===== src/rtl/joy_pkg.sv =====
// shared widths, slot constants, pad bit indices and slot command struct
// for the two-player serial joystick reader
`default_nettype none

package joy_pkg;

  ////////////////////////////////////////////////////////////////////////////
  // widths
  ////////////////////////////////////////////////////////////////////////////

  typedef logic [4:0]  frame_count_t;  // slot number within a frame
  typedef logic [11:0] pad_t;          // one player, active low
  typedef logic [7:0]  port_word_t;    // core joystick word, active low
  typedef logic [3:0]  pad_bit_t;      // index into a pad record

  // one bit-write per sampled slot
  typedef struct packed {
    logic     valid;    // slot carries a button bit
    logic     player;   // 0 = player 1, 1 = player 2
    pad_bit_t bit_idx;  // target bit in that player's record
  } slot_cmd_t;

  ////////////////////////////////////////////////////////////////////////////
  // frame sequencing
  ////////////////////////////////////////////////////////////////////////////

  localparam frame_count_t FRAME_LAST = 5'd25;  // wraps to 0 after this
  localparam frame_count_t LOAD_SLOT  = 5'd1;   // load strobe low here
  localparam frame_count_t FIRST_SLOT = 5'd2;   // first data bit

  localparam int NUM_PLAYERS = 2;
  localparam logic PLAYER_1  = 1'b0;
  localparam logic PLAYER_2  = 1'b1;

  // released values, all buttons up
  localparam pad_t       PAD_IDLE  = 12'hfff;
  localparam port_word_t PORT_IDLE = 8'hff;

  ////////////////////////////////////////////////////////////////////////////
  // pad record layout
  ////////////////////////////////////////////////////////////////////////////

  localparam pad_bit_t PAD_UP     = 4'd0;
  localparam pad_bit_t PAD_DOWN   = 4'd1;
  localparam pad_bit_t PAD_LEFT   = 4'd2;
  localparam pad_bit_t PAD_RIGHT  = 4'd3;
  localparam pad_bit_t PAD_FIRE1  = 4'd4;
  localparam pad_bit_t PAD_FIRE2  = 4'd5;
  localparam pad_bit_t PAD_FIRE3  = 4'd6;
  localparam pad_bit_t PAD_FIRE4  = 4'd7;
  localparam pad_bit_t PAD_START  = 4'd8;
  localparam pad_bit_t PAD_COIN   = 4'd9;
  localparam pad_bit_t PAD_SELECT = 4'd10;
  localparam pad_bit_t PAD_SYS    = 4'd11;  // service on p1, test on p2

endpackage

`default_nettype wire


===== src/rtl/joy_capture.sv =====
// pad record registers for both players
// one joy_data bit written per commanded slot
`default_nettype none
`timescale 1ns/1ps

module joy_capture (
  input  wire logic                ena_x,
  input  wire logic                pll_locked,
  input  wire joy_pkg::slot_cmd_t  slot_cmd,
  input  wire logic                joy_data,     // from shift register, active low
  output joy_pkg::pad_t            pad_1,
  output joy_pkg::pad_t            pad_2
);
  import joy_pkg::*;

  ////////////////////////////////////////////////////////////////////////////
  // write decode
  ////////////////////////////////////////////////////////////////////////////

  pad_t                   pad_q [NUM_PLAYERS];  // index 0 = player 1
  logic [NUM_PLAYERS-1:0] wr_en;                // one hot or zero
  pad_t                   bit_mask;             // commanded bit position

  // shared by both records, only wr_en differs
  assign bit_mask = pad_t'(1) << slot_cmd.bit_idx;

  ////////////////////////////////////////////////////////////////////////////
  // pad records
  ////////////////////////////////////////////////////////////////////////////

  for (genvar p = 0; p < NUM_PLAYERS; p++)
  begin : g_player

    // this player's turn in the slot table
    assign wr_en[p] = slot_cmd.valid && (slot_cmd.player == 1'(p));

    always_ff @(posedge ena_x or negedge pll_locked)
    begin
      if (!pll_locked)
      begin
        pad_q[p] <= PAD_IDLE;   // nothing pressed
      end
      else if (wr_en[p])
      begin
        // replace the one bit, keep the rest
        pad_q[p] <= (pad_q[p] & ~bit_mask) | (joy_data ? bit_mask : '0);
      end
    end

  end

  ////////////////////////////////////////////////////////////////////////////
  // outputs
  ////////////////////////////////////////////////////////////////////////////

  // pads follow the stream, updated bit by bit within the frame
  assign pad_1 = pad_q[0];
  assign pad_2 = pad_q[1];

endmodule

`default_nettype wire


===== src/rtl/joy_port_map.sv =====
// per-frame snapshot of both pads into core joystick words
// mouse port carries player 2, joystick port player 1
`default_nettype none
`timescale 1ns/1ps

module joy_port_map (
  input  wire logic           ena_x,
  input  wire logic           pll_locked,
  input  wire logic           frame_start,   // high while count is 0
  input  wire joy_pkg::pad_t  pad_1,
  input  wire joy_pkg::pad_t  pad_2,
  output joy_pkg::port_word_t port_mouse,
  output joy_pkg::port_word_t port_joy
);
  import joy_pkg::*;

  port_word_t mouse_q;
  port_word_t joy_q;

  // core order, msb first
  // start, fire3, fire2, fire1, up, down, left, right
  function automatic port_word_t to_port(input pad_t pad);
    return {pad[PAD_START], pad[PAD_FIRE3], pad[PAD_FIRE2], pad[PAD_FIRE1],
            pad[PAD_UP],    pad[PAD_DOWN],  pad[PAD_LEFT],  pad[PAD_RIGHT]};
  endfunction

  ////////////////////////////////////////////////////////////////////////////
  // snapshot
  ////////////////////////////////////////////////////////////////////////////

  // edge ending count 0 follows slot 25, so the pads hold a whole frame
  always_ff @(posedge ena_x or negedge pll_locked)
  begin
    if (!pll_locked)
    begin
      mouse_q <= PORT_IDLE;
      joy_q   <= PORT_IDLE;
    end
    else if (frame_start)
    begin
      mouse_q <= to_port(pad_2);   // swapped, as on the board
      joy_q   <= to_port(pad_1);
    end
  end

  // stable for the whole next frame
  assign port_mouse = mouse_q;
  assign port_joy   = joy_q;

endmodule

`default_nettype wire


===== src/rtl/joy_serial_top.sv =====
// serial joystick reader top
// slot decode, bit capture and port snapshot stages
`default_nettype none
`timescale 1ns/1ps

module joy_serial_top (
  input  wire logic           ena_x,        // also the shift register clock
  input  wire logic           pll_locked,
  input  wire logic           joy_data,     // serial in, active low
  output logic                joy_load,     // parallel load, active low
  output joy_pkg::pad_t       pad_1,
  output joy_pkg::pad_t       pad_2,
  output joy_pkg::port_word_t port_mouse,
  output joy_pkg::port_word_t port_joy
);
  import joy_pkg::*;

  slot_cmd_t slot_cmd;      // decode to capture
  logic      frame_start;   // decode to port map

  ////////////////////////////////////////////////////////////////////////////
  // slot sequencing
  ////////////////////////////////////////////////////////////////////////////

  joy_slot_decode joy_slot_decode_inst (
    .ena_x       (ena_x),
    .pll_locked  (pll_locked),
    .slot_cmd    (slot_cmd),
    .frame_start (frame_start),
    .joy_load    (joy_load)
  );

  ////////////////////////////////////////////////////////////////////////////
  // bit capture
  ////////////////////////////////////////////////////////////////////////////

  joy_capture joy_capture_inst (
    .ena_x      (ena_x),
    .pll_locked (pll_locked),
    .slot_cmd   (slot_cmd),
    .joy_data   (joy_data),
    .pad_1      (pad_1),       // also out to the top
    .pad_2      (pad_2)
  );

  ////////////////////////////////////////////////////////////////////////////
  // core ports
  ////////////////////////////////////////////////////////////////////////////

  joy_port_map joy_port_map_inst (
    .ena_x       (ena_x),
    .pll_locked  (pll_locked),
    .frame_start (frame_start),
    .pad_1       (pad_1),
    .pad_2       (pad_2),
    .port_mouse  (port_mouse),  // player 2
    .port_joy    (port_joy)     // player 1
  );

endmodule

`default_nettype wire


===== src/rtl/joy_slot_decode.sv =====
// frame counter, registered load strobe, frame-start level
// and slot table decode into bit-write commands
`default_nettype none
`timescale 1ns/1ps

module joy_slot_decode (
  input  wire logic              ena_x,
  input  wire logic              pll_locked,
  output joy_pkg::slot_cmd_t     slot_cmd,
  output logic                   frame_start,
  output logic                   joy_load
);
  import joy_pkg::*;

  frame_count_t count_q;
  frame_count_t count_next;
  frame_count_t slot_pos;   // count relative to first data slot
  logic         load_n_q;   // registered, low in LOAD_SLOT
  slot_cmd_t    cmd;

  // main buttons arrive start first, up last
  function automatic pad_bit_t main_bit(input logic [2:0] pos);
    case (pos)
      3'd0:    return PAD_START;
      3'd1:    return PAD_FIRE3;
      3'd2:    return PAD_FIRE2;
      3'd3:    return PAD_FIRE1;
      3'd4:    return PAD_RIGHT;
      3'd5:    return PAD_LEFT;
      3'd6:    return PAD_DOWN;
      default: return PAD_UP;
    endcase
  endfunction

  // extras: select, sys, coin, fire4
  function automatic pad_bit_t extra_bit(input logic [1:0] pos);
    case (pos)
      2'd0:    return PAD_SELECT;
      2'd1:    return PAD_SYS;
      2'd2:    return PAD_COIN;
      default: return PAD_FIRE4;
    endcase
  endfunction

  ////////////////////////////////////////////////////////////////////////////
  // sequencing
  ////////////////////////////////////////////////////////////////////////////

  assign count_next = (count_q == FRAME_LAST) ? '0 : frame_count_t'(count_q + 5'd1);

  always_ff @(posedge ena_x or negedge pll_locked)
  begin
    if (!pll_locked)
    begin
      count_q  <= '0;
      load_n_q <= 1'b1;   // shift register idle
    end
    else
    begin
      count_q  <= count_next;
      load_n_q <= (count_next != LOAD_SLOT);   // low for one slot per frame
    end
  end

  ////////////////////////////////////////////////////////////////////////////
  // slot table
  ////////////////////////////////////////////////////////////////////////////

  assign slot_pos = frame_count_t'(count_q - FIRST_SLOT);  // wraps for slots 0,1

  always_comb
  begin
    cmd.valid   = (count_q >= FIRST_SLOT);  // counter never passes FRAME_LAST
    cmd.player  = PLAYER_1;
    cmd.bit_idx = PAD_UP;
    if (!slot_pos[4])
    begin
      // slots 2..17, p1 then p2 main buttons
      cmd.player  = slot_pos[3] ? PLAYER_2 : PLAYER_1;
      cmd.bit_idx = main_bit(slot_pos[2:0]);
    end
    else
    begin
      // slots 18..25, p2 extras before p1 extras
      cmd.player  = slot_pos[2] ? PLAYER_1 : PLAYER_2;
      cmd.bit_idx = extra_bit(slot_pos[1:0]);
    end
  end

  assign slot_cmd    = cmd;
  assign frame_start = (count_q == '0);
  assign joy_load    = load_n_q;

endmodule

`default_nettype wire


===== config.mk =====
export PLATFORM = sky130hd
export DESIGN_NAME = joy_serial_top
export DESIGN_NICKNAME = d
export VERILOG_FILES = /design/src/rtl/joy_pkg.sv /design/src/rtl/joy_capture.sv /design/src/rtl/joy_port_map.sv /design/src/rtl/joy_serial_top.sv /design/src/rtl/joy_slot_decode.sv
export SDC_FILE = /design/constraint.sdc
export NUM_CORES = 1
export LEC_CHECK = 0
export BUFFER_PORTS_ARGS = -buffer_cell sky130_fd_sc_hd__buf_2
export CORE_ASPECT_RATIO = 1.5
export CORE_MARGIN = 3
export CORE_UTILIZATION = 30
export CTS_CLUSTER_DIAMETER = 60
export DETAILED_ROUTE_END_ITERATION = 16
export GPL_ROUTABILITY_DRIVEN = 0
export GPL_TIMING_DRIVEN = 0
export PLACE_DENSITY = 0.57
export SLEW_MARGIN = 0
export SYNTH_ARGS = -nofsm -noshare
export SYNTH_HDL_FRONTEND = slang
export SYNTH_HIERARCHICAL = 1
export SYNTH_SLANG_ARGS = --single-unit

===== constraint.sdc =====
create_clock -name ena_x -period 4.6 [get_ports ena_x]
set_input_delay 0.46 -clock ena_x [delete_from_list [all_inputs] [get_ports ena_x]]
set_output_delay 0.46 -clock ena_x [all_outputs]
set_load 0.05 [all_outputs]

==> flow_summary.ini <==
[run_status]
status = finished, final reports clean

[synthesis]
synth-main-ff-cell = dfstp_2
synthArstFlopShare_pct = 100
syn_nets = 197
netlist_instances = 184
yosysSeqAreaShare_pct = 50.0
syn_avg_cell_area_um2 = 13.1
postSynthRegisterBits = 46
synth-edff-count = 0
yosys_warnings = 6
netlist_area_um2 = 2400
synthDistinctLibCells = 34

[global_route]
grt-ovfl-total = 0
antenna_found_initial = 0
grt_pass1_wl_um = 7890
grt_max_degree = 47
grtUsageTotal_pct = 10.9
grt_pass1_vias = 1544

[timing]
fmaxAchievable_mhz = 361
fin_skew_ns = 0.00849
hold_viol_final = 0
setup_violations = 0
slew_headroom_pct = 33.0
maxSlewViolCount = 0
worstMarginPinSlew_ns = 1.01
period_minus_slack_ns = 2.77
rsz0062_at_grt = no
setup_tns_ns = 0
fin_crit_sh_pct = 60.2

[clock_network]
clk_pin_slew_ns = 0.06
cts_hold_buf = 0
clock_latency_ns = 0.28
cts_root_buf = clkbuf_16
post-cts-setup-buffers = 0
htree_levels = 2
cts_buffer_depth = 2
cts_tree = done
cts_buffers = 5
cts.sinks = 46
post_cts_resized = 0

[cells_and_area]
final_common_cell = buf_2
diodes = 0
post-route-util_pct = 37.8
layout_common_cells = buf_2, dfstp_2, mux2_4
multi_input_area_um2 = 1120
fillers = 804
drive_gt1_share_pct = 55.7
syn_to_final_growth_pct = 21.2
register_area_um2 = 1200
nets = 247

[power]
intPower_uw = 724
p_comb_share_pct = 12.1
power_per_cell_area_nw_per_um2 = 333
leakage_nw = 1.26
clkPwrFrac_pct = 41.7
swShare_pct = 25.4
peakVddDrop_v = 0.000118
p_sw_uw = 246
pwr-share-seq_pct = 46.2

[critical_path]
cp.arrival_ns = 2.98
end_kind = flip-flop
crit_required_ns = 4.81
cp_max_fo = 8
critPathKind = flip-flop to flip-flop
startpoint_type = flip-flop

[drt]
drc_errors = 0
postRouteWirelength_um = 4670
drt_pass1_iterations = 4
drt-wirelength-per-cell_um = 13.9
drt_iter0_drc = 49
viasPerCell = 4.53
drtAntennaViolNets = 0
vias = 1526

[job]
max_cap_viol_count = 0

[floorplan]
core_area_um2 = 7710
design.portCount = 44
dieHeight_um = 116
dieWidth_um = 79.1
die_area_um2 = 9140
initial_core_util_pct = 31.2
std_cell_rows = 39

[placement]
port_buffers = 43
hpwl_um = 3470

[hold_path]
hold_path_class = primary input to async pin
[critical path: stages (launching register included)]
cell      delay, ns
dfrtp_1        0.41
buf_6          0.15
or4_4          0.52
and2_1         0.18
buf_6          0.13
a21oi_1        0.46
nand3b_1       0.26
nor2_1         0.24
mux2_1         0.35
[Yosys cell counts (2+ instances only)]
cell type,n,area share [%]
a21oi_1,4,0.83
and3_1,2,0.52
and3b_1,2,0.73
buf_6,3,1.4
clkbuf_1,3,0.47
dfrtp_1,5,5.2
dfstp_2,41,45
ha_1,10,5.2
inv_1,3,0.47
mux2_1,12,5.6
mux2_2,6,2.8
mux2_4,22,14
mux2i_1,4,1.7
nand2_1,21,3.3
nand3_1,5,1.0
nand3b_1,4,1.2
nor2_1,10,1.6
nor3b_2,4,2.1
o21ai_1,4,0.83
o31ai_1,2,0.62
or3_1,3,0.78
xor2_1,2,0.73
[path summary, 6_finish.rpt]
check | start | endpoint | slack [ns] | cells after the start
setup / recovery | joy_slot_decode_inst/count_q[2]$_DFF_PN0_ | flip-flop | 1.83 | 8
hold reg to reg | joy_slot_decode_inst/count_q[0]$_DFF_PN0_ | joy_slot_decode_inst/count_q[0]$_DFF_PN0_ | 0.59 | 1
max in group asynchronous | pll_locked | joy_slot_decode_inst/count_q[4]$_DFF_PN0_ | 3.65 | 1
min in group ena_x | joy_data | flip-flop | 0.47 | 2
setup reg to reg | joy_slot_decode_inst/count_q[2]$_DFF_PN0_ | flip-flop | 1.83 | 8
hold / removal | pll_locked | joy_slot_decode_inst/count_q[0]$_DFF_PN0_ | 0.34 | 1
[per-stage QoR]
stage	cells	cell area [um2]	worst slack [ns]	hold WS (ns)	power, mW
3_3_place_gp	329	2750	1.85	0.585	0.573
3_5_place_dp	329	2750	1.78	0.592	0.575
2_1_floorplan	184	2400	2.11	0.164	0.543
5_1_grt	337	2910	1.63	0.434	1.01
4_1_cts	337	2910	1.78	0.387	0.989
6_report	337	2910	1.83	0.340	0.970
[final cells by class]
| type | count | share of cell area [%] |
|---|---|---|
| Sequential cell | 46 | 41.3 |
| Multi-Input combinational cell | 126 | 38.3 |
| Timing Repair Buffer | 43 | 7.39 |
| Clock buffer | 6 | 4.42 |
| Tap cell | 102 | 4.38 |
| Buffer | 8 | 2.41 |
| Clock inverter | 2 | 1.29 |
| Inverter | 4 | 0.515 |
[per-layer routing]
metal	share of wire (%)	wire (um)	GRT usage, %
met5	0	0	0
met4	0.94	44	3.44
met3	3.7	173	2.49
met2	53	2480	19.3
met1	42	1970	13.1
[kinds of logic after synthesis]
kind of cell	share of synthesized area (%)
and+or+nand+nor	12.8
DFF	50.0
muxes	23.8
AOI/OAI and AO/OA	3.90
buffers and inverters	3.54
adders and majority gates	5.21
xor gates and xnor gates	0.729
[power by group through the flow]
stage / clock network (mW) / logic [mW] / registers, mW
floorplan: 0 / 0.0224 / 0.521
CTS: 0.420 / 0.120 / 0.449
global route: 0.438 / 0.124 / 0.451
detailed placement: 0 / 0.119 / 0.455
global placement: 0 / 0.119 / 0.454
finish: 0.404 / 0.118 / 0.448
Power figures use the tool's default switching activity.
